<file path="src/common/nts_dispatcher_params.svh">
/*
 * Bank and MAC word widths, register map offsets and core identity
 */
`ifndef NTS_DISPATCHER_PARAMS_SVH
`define NTS_DISPATCHER_PARAMS_SVH

`define NTS_ADDR_WIDTH     8    // 256 words per bank
`define NTS_DATA_WIDTH     64
`define NTS_API_ADDR_WIDTH 12

`define NTS_CORE_NAME    64'h4e54_532d_4449_5350 // NTS-DISP
`define NTS_CORE_VERSION 32'h302e_3031           // 0.01

`define NTS_ADDR_NAME0           12'h000
`define NTS_ADDR_NAME1           12'h001
`define NTS_ADDR_VERSION         12'h002
`define NTS_ADDR_BYTES_RX_MSB    12'h00a
`define NTS_ADDR_BYTES_RX_LSB    12'h00b
`define NTS_ADDR_FRAMES_MSB      12'h020
`define NTS_ADDR_FRAMES_LSB      12'h021
`define NTS_ADDR_GOOD_MSB        12'h022
`define NTS_ADDR_GOOD_LSB        12'h023
`define NTS_ADDR_BAD_MSB         12'h024
`define NTS_ADDR_BAD_LSB         12'h025
`define NTS_ADDR_DISPATCHED_MSB  12'h026
`define NTS_ADDR_DISPATCHED_LSB  12'h027

`endif

</file>
<file path="src/common/nts_dispatcher_pkg.sv">
/*
 * Packed struct types shared by the frame dispatcher blocks:
 * MAC beat, bank write, frame descriptor and dispatch word
 */
`include "nts_dispatcher_params.svh"

package nts_dispatcher_pkg;

  // One MAC receive cycle
  typedef struct packed {
    logic [7:0]                 data_valid;  // One bit per byte, low aligned on the tail
    logic [`NTS_DATA_WIDTH-1:0] data;
    logic                       bad_frame;
    logic                       good_frame;  // Comes with the last beat
  } rx_beat_t;

  // One word written into the current write bank
  typedef struct packed {
    logic                       strobe;
    logic [`NTS_ADDR_WIDTH-1:0] addr;
    logic [`NTS_DATA_WIDTH-1:0] data;
  } bank_write_t;

  // Descriptor of a stored frame
  typedef struct packed {
    logic [`NTS_ADDR_WIDTH-1:0] last_addr;
    logic [7:0]                 data_valid;  // Valid bytes of the last word
  } frame_info_t;

  // One word handed to the downstream engine
  typedef struct packed {
    logic                       valid;
    logic [`NTS_DATA_WIDTH-1:0] data;
  } dispatch_word_t;

endpackage

</file>
<file path="src/rtl/nts_rx_statistics.sv">
/*
 * Receive statistics: 64-bit event counters with LSB snapshots
 * and the read-only register window
 */
`include "nts_dispatcher_params.svh"

module nts_rx_statistics (
  input  logic                              i_clk,
  input  logic                              i_areset,
  input  nts_dispatcher_pkg::rx_beat_t      i_beat,
  input  logic                              i_start_of_frame,
  input  logic [3:0]                        i_bytes,
  input  logic                              i_rd_start,
  input  logic                              i_api_cs,
  input  logic [`NTS_API_ADDR_WIDTH-1:0]    i_api_address,
  output logic [31:0]                       o_api_read_data
);

  localparam int N = 5;
  localparam logic [63:0] CORE_NAME = `NTS_CORE_NAME;

  // Counter order is frames, good, bad, dispatched, bytes
  localparam logic [`NTS_API_ADDR_WIDTH-1:0] MSB_ADDR [N] = '{`NTS_ADDR_FRAMES_MSB,
    `NTS_ADDR_GOOD_MSB, `NTS_ADDR_BAD_MSB, `NTS_ADDR_DISPATCHED_MSB, `NTS_ADDR_BYTES_RX_MSB};
  localparam logic [`NTS_API_ADDR_WIDTH-1:0] LSB_ADDR [N] = '{`NTS_ADDR_FRAMES_LSB,
    `NTS_ADDR_GOOD_LSB, `NTS_ADDR_BAD_LSB, `NTS_ADDR_DISPATCHED_LSB, `NTS_ADDR_BYTES_RX_LSB};

  logic [63:0]  count [N];
  logic [31:0]  lsb   [N];
  logic [63:0]  inc   [N];
  logic [N-1:0] snap;        // LSB latch on an MSB read

  assign inc[0] = {63'd0, i_start_of_frame};
  assign inc[1] = {63'd0, i_beat.good_frame};
  assign inc[2] = {63'd0, i_beat.bad_frame};
  assign inc[3] = {63'd0, i_rd_start};
  assign inc[4] = {60'd0, i_bytes};

  always_ff @(posedge i_clk or posedge i_areset)
  begin
    if (i_areset)
    begin
      for (int i = 0; i < N; i++)
      begin
        count[i] <= '0;
        lsb[i]   <= '0;
      end
    end
    else
    begin
      for (int i = 0; i < N; i++)
      begin
        count[i] <= count[i] + inc[i];
        if (snap[i])
          lsb[i] <= count[i][31:0];
      end
    end
  end

  // ------------------------------------------------------------------------
  // Read window
  // ------------------------------------------------------------------------
  always_comb
  begin
    o_api_read_data = '0;
    snap            = '0;
    if (i_api_cs)
    begin
      case (i_api_address)
        `NTS_ADDR_NAME0:   o_api_read_data = CORE_NAME[63:32];
        `NTS_ADDR_NAME1:   o_api_read_data = CORE_NAME[31:0];
        `NTS_ADDR_VERSION: o_api_read_data = `NTS_CORE_VERSION;
        default:           o_api_read_data = '0;
      endcase
      for (int i = 0; i < N; i++)
      begin
        if (i_api_address == MSB_ADDR[i])
        begin
          o_api_read_data = count[i][63:32];
          snap[i]         = 1'b1;
        end
        if (i_api_address == LSB_ADDR[i])
          o_api_read_data = lsb[i];
      end
    end
  end

endmodule

</file>
<file path="config.mk">
export PLATFORM = sky130hd
export DESIGN_NAME = nts_rx_statistics
export DESIGN_NICKNAME = d
export VERILOG_FILES = /design/src/common/nts_dispatcher_pkg.sv /design/src/rtl/nts_rx_statistics.sv
export VERILOG_INCLUDE_DIRS = /design/src /design/src/common
export SDC_FILE = /design/constraint.sdc
export NUM_CORES = 1
export LEC_CHECK = 0
export BUFFER_PORTS_ARGS = -buffer_cell sky130_fd_sc_hd__buf_2
export CORE_AREA = 2 2 232 234
export CTS_CLUSTER_DIAMETER = 200
export DETAILED_ROUTE_END_ITERATION = 8
export DIE_AREA = 0 0 234 236
export PLACE_DENSITY_LB_ADDON = 0.1
export SKIP_CTS_REPAIR_TIMING = 1
export SLEW_MARGIN = 20
export SYNTH_ARGS = -nofsm -noshare
export SYNTH_HDL_FRONTEND = slang
export SYNTH_SLANG_ARGS = --single-unit
</file>
<file path="constraint.sdc">
create_clock -name i_clk -period 22.8 [get_ports i_clk]
set_clock_uncertainty 0.05 [all_clocks]
set_input_delay 4.56 -clock i_clk [delete_from_list [all_inputs] [get_ports i_clk]]
set_output_delay 4.56 -clock i_clk [all_outputs]
set_load 0.03 [all_outputs]
</file>
# [After elaboration in Yosys (flattened, before gate mapping)]
# Index checks and enable logic that the tools add are counted.
[totals] elab_cells=46 input_bits=95 register_bits=480
[classes] n_addsub=5 reduce_logical=1 n_eq_ne=12 mux=18
[ops] op="2-to-1 mux 32 bit" n=11
[ops] op="adder 64 x 1 -> 64 bit" n=4
[ops] op="== test 12 x 6 -> 1 bit, second input constant" n=8
[ops] op="case mux 31 bit (3 select lines)" n=1
[ops] op="adder 64 x 4 -> 64 bit" n=1
[ops] op="== test 12 x 4 -> 1 bit, second input constant" n=2
[ops] op="== test 12 x 1 -> 1 bit, second input constant" n=1
[ops] op="== test 12 x 2 -> 1 bit, second input constant" n=1
[ops] op="zero test 12 bit" n=1
[ops] op="2-to-1 mux 1 bit" n=5
[ops] op="2-to-1 mux 5 bit" n=1

# [Logic depth before layout (Yosys ltp)]
[logic_depth] depth_word=13 depth_mapped=9 mapped_depth_nobuf=9

# [Least setup slack after synthesis]
# No wires, ideal clock.
[synth_path] path_kind="input to output" from="in i_api_address[9]" to="out o_api_read_data[13]" cell_stages=8 path_buffers=2 slack_ns=11.439 t_arrival_ns=6.751 t_required_ns=18.190 cell_sequence="or3_1 > clkbuf_1 > nor2_1 > clkbuf_1 > o21ai_0 > a21oi_1 > a21oi_1 > a311oi_1"
[synth_via] elab_chain_len=13 word_cells_on_any_way=25
[synth_rtl] item="from (decl)" line_no="nts_rx_statistics.sv:15" source="input logic [`NTS_API_ADDR_WIDTH-1:0] i_api_address,"
[synth_rtl] item="== test 12 x 2 -> 1 bit, or another cell as far along" line_no="nts_rx_statistics.sv:69" source="case (i_api_address)"
[synth_rtl] item="case mux 31 bit (3 select lines)" line_no="nts_rx_statistics.sv:69"
[synth_rtl] item="2-to-1 mux 32 bit" line_no="nts_rx_statistics.sv:77" source="if (i_api_address == MSB_ADDR[i])"
[synth_rtl] item="2-to-1 mux 32 bit" line_no="nts_rx_statistics.sv:82" source="if (i_api_address == LSB_ADDR[i])"
[synth_rtl] item="2-to-1 mux 32 bit" line_no="nts_rx_statistics.sv:77"
[synth_rtl] item="2-to-1 mux 32 bit" line_no="nts_rx_statistics.sv:82"
[synth_rtl] item="2-to-1 mux 32 bit" line_no="nts_rx_statistics.sv:77"
[synth_rtl] item="2-to-1 mux 32 bit" line_no="nts_rx_statistics.sv:82"
[synth_rtl] item="2-to-1 mux 32 bit" line_no="nts_rx_statistics.sv:77"
[synth_rtl] item="2-to-1 mux 32 bit" line_no="nts_rx_statistics.sv:82"
[synth_rtl] item="2-to-1 mux 32 bit" line_no="nts_rx_statistics.sv:77"
[synth_rtl] item="2-to-1 mux 32 bit *" line_no="nts_rx_statistics.sv:82"
[synth_rtl] item="2-to-1 mux 32 bit *" line_no="nts_rx_statistics.sv:67" source="if (i_api_cs)"
[synth_rtl] item="to (decl)" line_no="nts_rx_statistics.sv:16" source="output logic [31:0] o_api_read_data"
# Mark *: on every way between the ends. The rest lies on a longest branch, timed or not.

# [Worst setup path in the final report]
[layout_path] from="in i_api_address[1]" to="out o_api_read_data[4]"
# The elaborated chain is that of the path after synthesis.

==> impl_metrics.yaml <==
run:
  max-cap-violations: 0
yosys:
  netlist_area_um2: 23570
  syn_nets: 2318
  synthDistinctLibCells: 77
  ys.flop_type: "dfrtp_1"
  synth_area_per_cell_um2: 10.67
  syn_inst: 2210
  ys_seq_area_share_pct: 50.95
  synth_edf_count: 0
  ys_seq_elements: 480
  synth-warning-count: 0
  async_flop_share_pct: 100.0
die:
  initial_core_util_pct: 44.42
  core_um2: 53070
  die_width_um: 234
  die_y_um: 236
  pin_count: 127
  die_area_um2: 55220
  rows: 85
cts:
  clock_sinks: 480
  cts.clk_slew.worst_paths_ns: 0.06
  cts_buffers: 54
  h-tree-depth: 2
  clock_tree.root_cell: "clkbuf_16"
  insertion_delay_ns: 0.63
  cts_tree: "done"
  clk_path_buf_depth: 3
timing:
  hold_viol: 0
  finalCritPeriodShare_pct: 55.50
  tightest_slew_ns: 1.162
  tns_ns: 0
  slew_violations: 0
  finalCriticalPeriod_ns: 12.65
  setup_viol: 0
  relSlewSlack_pct: 22.25
  rsz0062_at_grt: "no"
  timing.hold.ws_ns: 0.4290
  max_freq_ghz: 0.07902
hold_path:
  hp-start: "count[63]$_DFF_PP0_"
  min_path_type: "register to register"
  min_path_cells: 1
  whs_endpoint: "count[63]$_DFF_PP0_"
drt:
  dr_total_vias: 17430
  via_per_inst: 5.801
  wl_per_cell_um: 23.64
  drt_first_pass_iters: 6
  detail-route-antenna-nets: 0
  drc: 0
  drtIter0Drc: 1422
  wl_um: 71020
run_status:
  status: "complete, no violations"
critical_path:
  crit_path_cell_trace: "buf_2 -> buf_4 -> nor2b_1 -> nand4_1 -> a21o_1 -> a222oi_1 -> o31ai_1 -> buf_2"
  critPathRequiredTime_ns: 18.19
  critPathKind: "input pin to output pin"
  arrival_ns: 8.04
  start_kind: "input pin"
  reg2reg_depth: 6
  critPathMaxFanout: 32
  reg2reg_slack_ns: 19.97
  reg2reg_to: "count[60]$_DFF_PP0_"
  cp_common_cell: "buf_2"
  crit_slowest_cell: "nand4_1"
  critPathCaptureType: "output pin"
  slowest_delay_ns: 0.88
  worstReg2RegStart: "count[6]$_DFF_PP0_"
final_layout:
  final_area_um2: 26370
  layout.cells.non_filler: 3004
  final_core_util_pct: 49.68
  mostFrequentLayoutCell: "dfrtp_1"
  fill_cells: 4846
  syn2layout_area_growth_pct: 11.84
  final_cell_mix: "480 x dfrtp_1, 217 x xnor2_1, 195 x nand2_1"
  fin_nets: 2371
  drive_above_1_share_pct: 15.79
placed_design:
  dp_cells: 2903
  placed_area_um2: 24530
  routabilityCongestion: 0.9942
  io_buffers: 54
  hpwlAfterDp_um: 52200
power_and_ir_drop:
  p_per_area_nw_per_um2: 73.77
  vdd.ir_drop.worst_uv: 55.63
  p_leak_nw: 11.97
grt:
  grt_pass1_wl_um: 108800
  grt.overflow.total: 0
  antenna_found_initial: 3
  grt_pass1_vias: 17190
  track_usage_pct: 26.23
  grt_max_degree: 100
==> logic make-up after synthesis <==
family / Yosys count / synth area share (%)
and+or+nand+nor: 800 / 17.58
xor gates and xnor gates: 310 / 11.52
AOI/OAI and AO/OA: 291 / 7.786
DFF: 480 / 50.95
buffers and inverters: 122 / 2.261
muxes: 194 / 9.177
adders and majority gates: 13 / 0.7218
==> where the power goes <==
part	switching, mW	total, mW	internal (mW)	leakage, nW
clock network	0.365	0.893	0.528	0.913
registers	0.0388	0.925	0.886	6.57
logic	0.0797	0.127	0.0475	4.49
total	0.483	1.94	1.46	12.0
==> routing by layer <==
metal  part of all wire, %  track usage (%)  vias up
met5                 0.018                0        -
li1                      -                -     8013
met4                   3.7            9.206        2
met2                    47            41.15      532
met1                    43            35.95     8740
met3                   7.0            5.476      138
==> sequential cells by signal (all words and copies together) (netlist names) <==
signal and cells:
lsb 160, count 320
==> final cells by class <==
| class | count | area (um^2) | area share [%] |
|---|---|---|---|
| antenna | 3 | 7.507 | 0.02847 |
| sequential | 480 | 12010 | 45.56 |
| timing repair buffer | 78 | 452.9 | 1.718 |
| clock inverter | 23 | 244.0 | 0.9254 |
| multi-input combinational | 1608 | 11040 | 41.86 |
| clock buffer | 75 | 1582 | 5.998 |
| tap | 696 | 870.8 | 3.303 |
| inverter | 41 | 161.4 | 0.6122 |
==> per-stage QoR <==
step | worst slack [ns] | total power, mW
final | 10.15 | 1.945
after global routing | 9.907 | 2.024
after CTS | 10.18 | 1.967
after detailed placement | 10.18 | 1.069
after global placement | 10.19 | 1.065
after floorplan | 4.797 | 1.024
==> cell usage after synthesis, types with 12 or more instances <==
cell type / number / share of area [%]
o22ai_1: 26 / 0.69
nand3_1: 143 / 3.0
and2_1: 17 / 0.45
nand2_1: 195 / 3.1
ha_1: 12 / 0.64
dfrtp_1: 480 / 51
nand4_1: 88 / 2.3
buf_2: 17 / 0.36
a21oi_1: 76 / 1.6
clkbuf_1: 43 / 0.68
xnor2_1: 217 / 8.1
nor2b_1: 12 / 0.32
and3_1: 44 / 1.2
inv_1: 41 / 0.65
and4_1: 21 / 0.78
xor2_1: 93 / 3.5
a211oi_1: 13 / 0.41
nor2_1: 155 / 2.5
nor3_1: 61 / 1.3
mux2_2: 162 / 7.7
o21ai_0: 80 / 1.7
mux2i_1: 26 / 1.1
==> worst max-delay path: cells and delay by family <==
family          cells  cell delay [ns]
compound gates      3             1.35
simple gates        2             1.23
buf+inv             3             0.88
==> how the worst max path moves through the flow <==
stage	start	endpoint	slack, ns	depth (start not counted)
2_1_floorplan	i_areset	count[0]$_DFF_PP0_	4.80	1
3_3_place_gp	i_api_address[1]	o_api_read_data[20]	10.19	9
3_5_place_dp	i_api_address[1]	o_api_read_data[20]	10.18	9
4_1_cts	i_api_address[1]	o_api_read_data[20]	10.18	9
5_1_grt	i_api_address[0]	o_api_read_data[0]	9.91	9
6_report	i_api_address[1]	o_api_read_data[4]	10.15	8
Note: power is estimated with default switching activity, not from simulation.
