--- src/common/nts_dispatcher_params.svh ---
/*
 * Bank and MAC word widths, register map offsets and core identity
 */
`ifndef NTS_DISPATCHER_PARAMS_SVH
`define NTS_DISPATCHER_PARAMS_SVH

`define NTS_ADDR_WIDTH     8    // 256 words per bank
`define NTS_DATA_WIDTH     64
`define NTS_API_ADDR_WIDTH 12

`define NTS_CORE_NAME    64'h4e54_532d_4449_5350 // NTS-DISP
`define NTS_CORE_VERSION 32'h302e_3031           // 0.01

`define NTS_ADDR_NAME0           12'h000
`define NTS_ADDR_NAME1           12'h001
`define NTS_ADDR_VERSION         12'h002
`define NTS_ADDR_BYTES_RX_MSB    12'h00a
`define NTS_ADDR_BYTES_RX_LSB    12'h00b
`define NTS_ADDR_FRAMES_MSB      12'h020
`define NTS_ADDR_FRAMES_LSB      12'h021
`define NTS_ADDR_GOOD_MSB        12'h022
`define NTS_ADDR_GOOD_LSB        12'h023
`define NTS_ADDR_BAD_MSB         12'h024
`define NTS_ADDR_BAD_LSB         12'h025
`define NTS_ADDR_DISPATCHED_MSB  12'h026
`define NTS_ADDR_DISPATCHED_LSB  12'h027

`endif

--- src/common/nts_dispatcher_pkg.sv ---
/*
 * Packed struct types shared by the frame dispatcher blocks:
 * MAC beat, bank write, frame descriptor and dispatch word
 */
`include "nts_dispatcher_params.svh"

package nts_dispatcher_pkg;

  // One MAC receive cycle
  typedef struct packed {
    logic [7:0]                 data_valid;  // One bit per byte, low aligned on the tail
    logic [`NTS_DATA_WIDTH-1:0] data;
    logic                       bad_frame;
    logic                       good_frame;  // Comes with the last beat
  } rx_beat_t;

  // One word written into the current write bank
  typedef struct packed {
    logic                       strobe;
    logic [`NTS_ADDR_WIDTH-1:0] addr;
    logic [`NTS_DATA_WIDTH-1:0] data;
  } bank_write_t;

  // Descriptor of a stored frame
  typedef struct packed {
    logic [`NTS_ADDR_WIDTH-1:0] last_addr;
    logic [7:0]                 data_valid;  // Valid bytes of the last word
  } frame_info_t;

  // One word handed to the downstream engine
  typedef struct packed {
    logic                       valid;
    logic [`NTS_DATA_WIDTH-1:0] data;
  } dispatch_word_t;

endpackage

--- src/rtl/nts_rx_capture.sv ---
/*
 * MAC receive capture: start-of-frame detection, tail word alignment
 * and write sequencing into the frame store
 */
`include "nts_dispatcher_params.svh"

module nts_rx_capture (
  input  logic                              i_clk,
  input  logic                              i_areset,
  input  nts_dispatcher_pkg::rx_beat_t      i_beat,
  input  logic                              i_wr_ready,
  output nts_dispatcher_pkg::bank_write_t   o_write,
  output logic                              o_commit,
  output logic                              o_abort,
  output nts_dispatcher_pkg::frame_info_t   o_info,
  output logic                              o_start_of_frame,
  output logic [3:0]                        o_bytes
);

  localparam logic [`NTS_ADDR_WIDTH-1:0] LAST_ADDR = '1;

  logic [7:0]                 prev_valid;
  logic                       in_frame;
  logic [`NTS_ADDR_WIDTH-1:0] word_cnt;     // Address of the last word written
  logic                       accept_start;
  logic                       active;
  logic                       take;
  logic [`NTS_ADDR_WIDTH-1:0] next_addr;
  logic [`NTS_DATA_WIDTH-1:0] aligned;
  logic                       wr_strobe;
  logic [`NTS_ADDR_WIDTH-1:0] wr_addr;
  logic [`NTS_DATA_WIDTH-1:0] wr_data;

  // Valid byte count of the beat
  always_comb
  begin
    case (i_beat.data_valid)
      8'hff:   o_bytes = 4'd8;
      8'h7f:   o_bytes = 4'd7;
      8'h3f:   o_bytes = 4'd6;
      8'h1f:   o_bytes = 4'd5;
      8'h0f:   o_bytes = 4'd4;
      8'h07:   o_bytes = 4'd3;
      8'h03:   o_bytes = 4'd2;
      8'h01:   o_bytes = 4'd1;
      8'h00:   o_bytes = 4'd0;
      default: o_bytes = 4'd8;  // Not a tail pattern, word kept as is
    endcase
  end

  // Valid low bytes move to the top, zeros fill below
  assign aligned = i_beat.data << (7'd64 - {o_bytes, 3'b000});

  assign o_start_of_frame = (prev_valid == 8'h00) && (i_beat.data_valid == 8'hff);
  assign accept_start     = o_start_of_frame && i_wr_ready;
  assign active           = in_frame || accept_start;
  assign next_addr        = accept_start ? '0 : word_cnt + 1'b1;

  // Words past the end of the bank are dropped
  assign take = active && i_wr_ready && !i_beat.bad_frame && (i_beat.data_valid != 8'h00) &&
                (accept_start || (word_cnt != LAST_ADDR));

  always_ff @(posedge i_clk or posedge i_areset)
  begin
    if (i_areset)
    begin
      prev_valid <= 8'hff;  // Nonzero so reset gives no false start
      in_frame   <= 1'b0;
      word_cnt   <= '0;
      wr_strobe  <= 1'b0;
      o_commit   <= 1'b0;
      o_abort    <= 1'b0;
    end
    else
    begin
      prev_valid <= i_beat.data_valid;
      wr_strobe  <= take;
      o_commit   <= active && i_wr_ready && i_beat.good_frame && !i_beat.bad_frame;
      o_abort    <= active && i_beat.bad_frame;
      if (take)
        word_cnt <= next_addr;
      if (i_beat.bad_frame || i_beat.good_frame)
        in_frame <= 1'b0;
      else if (accept_start)
        in_frame <= 1'b1;
    end
  end

  always_ff @(posedge i_clk)
  begin
    wr_addr           <= next_addr;
    wr_data           <= aligned;
    o_info.last_addr  <= take ? next_addr : word_cnt;  // Overrun keeps the saturated address
    o_info.data_valid <= i_beat.data_valid;
  end

  assign o_write = '{strobe: wr_strobe, addr: wr_addr, data: wr_data};

endmodule

--- config.mk ---
export PLATFORM = sky130hd
export DESIGN_NAME = nts_rx_capture
export DESIGN_NICKNAME = d
export VERILOG_FILES = /design/src/common/nts_dispatcher_pkg.sv /design/src/rtl/nts_rx_capture.sv
export VERILOG_INCLUDE_DIRS = /design/src /design/src/common
export SDC_FILE = /design/constraint.sdc
export NUM_CORES = 1
export LEC_CHECK = 0
export BUFFER_PORTS_ARGS = -buffer_cell sky130_fd_sc_hd__buf_4
export CORE_AREA = 3 3 105 107
export DETAILED_ROUTE_END_ITERATION = 12
export DIE_AREA = 0 0 108 110
export GPL_ROUTABILITY_DRIVEN = 0
export PLACE_DENSITY_LB_ADDON = 0.2
export SLEW_MARGIN = 20
export SYNTH_ARGS = -nofsm -noshare
export SYNTH_HDL_FRONTEND = slang
export SYNTH_SLANG_ARGS = --single-unit
--- constraint.sdc ---
create_clock -name i_clk -period 2.4 [get_ports i_clk]
set_clock_uncertainty 0.2 [all_clocks]
set_input_delay 0.24 -clock i_clk [delete_from_list [all_inputs] [get_ports i_clk]]
set_output_delay 0.24 -clock i_clk [all_outputs]
set_load 0.01 [all_outputs]
# After elaboration in Yosys (flattened, before gate mapping)
# Index checks and enable logic that the tools add are counted.
# W data, S select, Z words.
dict set report totals {
  reg_bits 108
  input_bits 77
  output_inout_bits 96
}
dict set report classes {
  add_sub_neg 2
  eq_ne 9
  shifts 1
  mux 5
  n_reduce_logical 17
}
# operator n
set op_table {}
lappend op_table {{$shl A64 B7 Y64} 1}
lappend op_table {{$pmux W4 S8} 1}
lappend op_table {{$logic_not A8 Y1} 2}
lappend op_table {{$mux W8} 2}
lappend op_table {{$logic_and A1 B1 Y1} 9}
lappend op_table {{$add A8 B1 Y8 const B} 1}
lappend op_table {{$eq A8 B1 Y1 const B} 1}
lappend op_table {{$eq A8 B2 Y1 const B} 1}
lappend op_table {{$eq A8 B3 Y1 const B} 1}
lappend op_table {{$eq A8 B4 Y1 const B} 1}
lappend op_table {{$eq A8 B5 Y1 const B} 1}
lappend op_table {{$eq A8 B6 Y1 const B} 1}
lappend op_table {{$eq A8 B7 Y1 const B} 1}
lappend op_table {{$eq A8 B8 Y1 const B} 1}
lappend op_table {{$ne A8 B8 Y1 const B} 1}
lappend op_table {{$reduce_bool A8 Y1} 1}
lappend op_table {{$sub A7 B7 Y7 const A} 1}
lappend op_table {{$logic_or A1 B1 Y1} 3}
lappend op_table {{$mux W1} 2}
lappend op_table {{$reduce_bool A2 Y1} 1}
lappend op_table {{$logic_not A1 Y1} 1}

# Depth between registers and ports, before layout
dict set report depth {
  depth_word 9
  depth_mapped 14
  mapped_depth_nobuf 9
}

# Worst setup path after synthesis
# OpenSTA, ideal clock, no wires.
dict set report synth_path {
  path_kind {in2reg}
  from {input i_beat[71] in the netlist's numbering}
  to {register wr_data[32]}
  setup_ps 60
  arrival_time_ps 3015
  required_time_ps 2140
  slack_ps -874
  cell_stages 13
  n_path_buf 4
  path_cell_list {or2_1 or4_4 o22ai_2 buf_6 buf_4 buf_4 inv_1 ha_1 xnor2_1 nand2b_1 buf_2 nor3_1 a22o_1}
}
dict set report synth_via {
  elab_chain_len 4
}
# item line
set synth_lines {}
lappend synth_lines {{start: declaration} nts_rx_capture.sv:10} ;# input nts_dispatcher_pkg::rx_beat_t i_beat,
lappend synth_lines {{$eq A8 B1 Y1 (tied with other cells)} nts_rx_capture.sv:37} ;# case (i_beat.data_valid)
lappend synth_lines {{$pmux W4 S8 (*)} nts_rx_capture.sv:37}
lappend synth_lines {{net o_bytes[0]} nts_rx_capture.sv:17} ;# output logic [3:0] o_bytes
lappend synth_lines {{$sub A7 B7 Y7 (*)} nts_rx_capture.sv:52} ;# assign aligned = i_beat.data << (7'd64 - {o_bytes, 3'b000});
lappend synth_lines {{$shl A64 B7 Y64 (*)} nts_rx_capture.sv:52}
lappend synth_lines {{end signal: assignment} nts_rx_capture.sv:92} ;# wr_data <= aligned;
lappend synth_lines {{end: declaration} nts_rx_capture.sv:32} ;# logic [`NTS_DATA_WIDTH-1:0] wr_data;
# Mark *: on every way through the listed nets, which the timed path passes. The rest lies on a longest branch.
# A chain may end at the register's enable or synchronous reset.

# Final worst setup path
dict set report layout_path {
  from {register prev_valid[2]}
  to {register word_cnt[5]}
}
dict set report layout_via {
  elab_chain_len 9
}
# item line
set layout_lines {}
lappend layout_lines {{start: declaration} nts_rx_capture.sv:22} ;# logic [7:0] prev_valid;
lappend layout_lines {{start signal: assignment} nts_rx_capture.sv:76} ;# prev_valid <= i_beat.data_valid;
lappend layout_lines {{$logic_not A8 Y1 (*)} nts_rx_capture.sv:54} ;# assign o_start_of_frame = (prev_valid == 8'h00) && (i_beat.data_valid == 8'hff);
lappend layout_lines {{$logic_and A1 B1 Y1 (*)} nts_rx_capture.sv:54}
lappend layout_lines {{$logic_and A1 B1 Y1 (*)} nts_rx_capture.sv:55} ;# assign accept_start = o_start_of_frame && i_wr_ready;
lappend layout_lines {{$logic_or A1 B1 Y1} nts_rx_capture.sv:56} ;# assign active = in_frame || accept_start;
lappend layout_lines {{$logic_and A1 B1 Y1 (3 in series)} nts_rx_capture.sv:60} ;# assign take = active && i_wr_ready && !i_beat.bad_frame && (i_beat.data_valid != 8'h00) &&
lappend layout_lines {{$logic_and A1 B1 Y1 (*)} nts_rx_capture.sv:60}
lappend layout_lines {{net take} nts_rx_capture.sv:27} ;# logic take;
lappend layout_lines {{$mux W8 (*)} -}
lappend layout_lines {{end signal: assignment} nts_rx_capture.sv:81} ;# word_cnt <= next_addr;
lappend layout_lines {{end: declaration} nts_rx_capture.sv:24} ;# logic [`NTS_ADDR_WIDTH-1:0] word_cnt;
# Marks and branches as above.

==> flow_summary.json <==
{
  "worst_path_largest_cell_delay_ns": 0.54,
  "pins_over_their_slew_limit": 0,
  "die_extent_in_x_um": 108,
  "globalRoute.totalOverflow": 0,
  "cts_tree": "yes",
  "ys_seq_elements": 108,
  "finalWirelength_mm": 13.7,
  "synth_cell_type_count": 49,
  "post-synth-top-area-fraction": 0.393,
  "dpl.hpwl_mm": 10.3,
  "regArea_um2": 2270,
  "cap_viol_max_count": 0,
  "fp-row-count": 37,
  "clk_root_buffer_cell": "sky130_fd_sc_hd__clkbuf_8",
  "synthesis.area_per_instance_um2": 11.1,
  "preCtsSetupSlack_ns": -0.528,
  "timing.critical_path.to_type": "flop",
  "most_frequent_cells_in_the_layout": "sky130_fd_sc_hd__buf_4 (238), sky130_fd_sc_hd__dfxtp_1 (88), sky130_fd_sc_hd__mux2i_1 (42), sky130_fd_sc_hd__nor2_1 (30)",
  "setup_repair_after_global_routing_missed_its_margin": "yes",
  "grt_pass1_wl_mm": 20.3,
  "drtAntennaViolNets": 0,
  "post_route_cells_drive_above_1_share": 0.493,
  "routed_wire_length_per_instance_um": 17.2,
  "via_to_cell_ratio": 5.02,
  "post_synth_edffs": 0,
  "switching_share": 0.264,
  "drt_iter0_markers": 227,
  "layout_setup_ws_ns": -0.00662,
  "leakage_uw": 0.00318,
  "slew_worst_pin_ns": 0.777,
  "io_pins": 173,
  "final.fill_count": 752,
  "path_class": "reg -> reg",
  "drt_pass1_iterations": 5,
  "layout-area-overhead-vs-synth_pct": 58.3,
  "sequential_group_share_of_total_power": 0.508,
  "power.share.clock": 0.293,
  "clk_transition_reported_paths_ns": 0.11,
  "critPathRequiredTime_ns": 2.46,
  "finalWorstPathRequiredPeriod_ns": 2.41,
  "number_of_antenna_violations_at_the_first_check_in_global_routing": 0,
  "clkLatencyLatePin_ns": 0.37,
  "worstPathMaxFanout": 3,
  "timing.final.setup_violations": 3,
  "max_freq_mhz": 416,
  "initial_core_util": 0.438,
  "worst_hold_path_type": "in -> reg",
  "synth_sequential_area_ratio": 0.507,
  "worst_ep_arrival_time_ns": 2.46,
  "pwr-share-comb": 0.199,
  "max-slew-margin-rel": 0.482,
  "first_global_vias": 3990,
  "yosysTopAreaCell": "sky130_fd_sc_hd__dfxtp_1",
  "final.period_utilization": 1.00,
  "report.final.hold_viol_count": 0,
  "drc_errors": 0,
  "numPlacedInstances": 759,
  "setup.worst_path.start_class": "flop",
  "failed_checks": "negative setup slack",
  "layout.cells.non_filler": 801,
  "multi_input_comb_area_um2": 2160,
  "cts-buffers-inserted": 9,
  "synthesis.area_um2": 4480,
  "mostFrequentLayoutCell": "sky130_fd_sc_hd__buf_4",
  "finalNetCount": 739,
  "syn-instance-count": 405,
  "synthArstFlopShare": 0.185,
  "grt_usage": 0.222,
  "timing.critical_path.buf_inv": 1,
  "die-area_um2": 11900,
  "timing.critical_path.max_delay_family": "simple AND/OR/NAND/NOR gates",
  "finalPower_uw": 3900,
  "yosys-top-cells-area": "sky130_fd_sc_hd__dfxtp_1 (39%), sky130_fd_sc_hd__mux2i_1 (9.4%), sky130_fd_sc_hd__dfrtp_1 (6.7%), sky130_fd_sc_hd__dfstp_2 (4.7%), sky130_fd_sc_hd__nor2_1 (2.7%)",
  "power.density_cell_area_nw_per_um2": 550,
  "power.ir.vdd_worst_uv": 318,
  "htree_levels": 3,
  "timing.critical_path.cells": "or4_4 > nor4_4 > nand2_2 > a211oi_4 > buf_4 > mux2_4",
  "num_antenna_cells": 0,
  "final_design_area_no_fill_um2": 7090,
  "die-height_um": 110,
  "cts_num_sinks": 108,
  "p_int_uw": 2870,
  "power.net_switching_uw": 1030,
  "synth_warnings": 0,
  "route.vias.total": 4021,
  "syn_nets": 484,
  "clockBufferDepth": 2,
  "fp.coreArea_um2": 10200,
  "slowest_stage_cell_cp": "sky130_fd_sc_hd__or4_4",
  "place.port_buffers": 172,
  "largest_net_degree_at_the_start_of_global_routing": 23,
  "post_dp_cell_area_um2": 6470,
  "run_status": "complete, but fails checks",
  "most_instantiated_flip_flop_cell_in_the_synthesis_netlist": "sky130_fd_sc_hd__dfxtp_1"
}
==> per-stage QoR <==
stage               hold slack [ns]  utilization  TNS [ns]
floorplan                  -0.00210            -    -29.64
global placement              0.182        0.633    -23.81
detailed placement            0.180        0.633    -27.05
CTS                         0.00943        0.678  -0.00665
global route                0.00734        0.693     -1.19
finish                       0.0144        0.693   -0.0135
==> power groups by stage <==
stage               clock network, µW  registers [µW]  logic, µW
detailed placement                  0            2020        720
CTS                              1160            1980        756
finish                           1140            1980        776
global route                     1250            1990        837
global placement                    0            2020        708
floorplan                           0            2070        237
==> path summary, 6_finish.rpt <==
path | start | end | slack (ns) | cells after the start
hold reg to reg | word_cnt[0] | wr_addr[0] | 0.37 | 1
setup reg to reg | prev_valid[2] | word_cnt[5] | -0.007 | 6
min in group asynchronous | i_areset | o_commit | 0.36 | 3
max in group asynchronous | i_areset | word_cnt[5] | 1.15 | 3
hold / removal | i_beat[67] | prev_valid[1] | 0.01 | 3
setup / recovery | prev_valid[2] | word_cnt[5] | -0.007 | 6
==> layer usage <==
metal,vias to the layer above,GRT usage,part of all wire
met2,181,0.347,0.46
met5,-,0,0
met3,27,0.0414,0.077
met4,0,0.0911,0.030
li1,1959,-,-
met1,1854,0.304,0.44
==> flip-flops by register name, summed over array words and instances, names as in the netlist <==
signal and count:
wr_strobe 1, o_abort 1, in_frame 1, wr_addr 8, word_cnt 8, o_info 16, wr_data 64, o_commit 1
prev_valid 8
==> final cells by class <==
cell class,count,share of cell area
timing repair buffer,273,0.317
multi-input combinational,259,0.305
clock buffer,9,0.0175
tap,136,0.0240
clock inverter,7,0.0113
sequential,108,0.320
inverter,9,0.00512
==> cell usage after synthesis (3+ instances only) <==
master,instances
sky130_fd_sc_hd__a21oi_1,9
sky130_fd_sc_hd__xor2_1,5
sky130_fd_sc_hd__a22o_1,11
sky130_fd_sc_hd__xnor2_1,5
sky130_fd_sc_hd__o22a_1,9
sky130_fd_sc_hd__mux2_1,6
sky130_fd_sc_hd__a221oi_1,8
sky130_fd_sc_hd__buf_4,4
sky130_fd_sc_hd__dfrtp_1,12
sky130_fd_sc_hd__mux2_2,10
sky130_fd_sc_hd__a211o_1,5
sky130_fd_sc_hd__nor2_1,32
sky130_fd_sc_hd__buf_2,5
sky130_fd_sc_hd__dfstp_2,8
sky130_fd_sc_hd__buf_6,5
sky130_fd_sc_hd__o22ai_1,8
sky130_fd_sc_hd__nand3_1,12
sky130_fd_sc_hd__mux2i_1,42
sky130_fd_sc_hd__clkbuf_1,14
sky130_fd_sc_hd__dfxtp_1,88
sky130_fd_sc_hd__mux2_4,7
sky130_fd_sc_hd__o21ai_1,9
sky130_fd_sc_hd__nand2_1,18
sky130_fd_sc_hd__a211oi_1,8
sky130_fd_sc_hd__and2_1,18
sky130_fd_sc_hd__nor3_1,3
sky130_fd_sc_hd__inv_1,9
sky130_fd_sc_hd__nand2b_1,3
sky130_fd_sc_hd__a32o_1,5
==> worst min-delay path, stage by stage <==
cell and delay [ns]:
sky130_fd_sc_hd__buf_4 0.08, sky130_fd_sc_hd__buf_4 0.10, sky130_fd_sc_hd__buf_4 0.13
==> timing repair <==
item | CTS | global route
cloned | 0 | 2
setup endpoints to repair | 48 | 56
buffers inserted | 2 | 4
hold buffers | 18 | 0
gates resized for setup | 12 | 15
pin swaps | 1 | 14
hold endpoints to repair | 45 | 0
==> logic make-up after synthesis <==
| logic type | synth area share |
|---|---|
| buffers and inverters | 0.0450 |
| DFF | 0.507 |
| xor gates and xnor gates | 0.0196 |
| and+or+nand+nor | 0.121 |
| adders and majority gates | 0.00559 |
| AOI/OAI and AO/OA | 0.134 |
| muxes | 0.168 |
No activity file was read; power rests on OpenSTA's default activity.
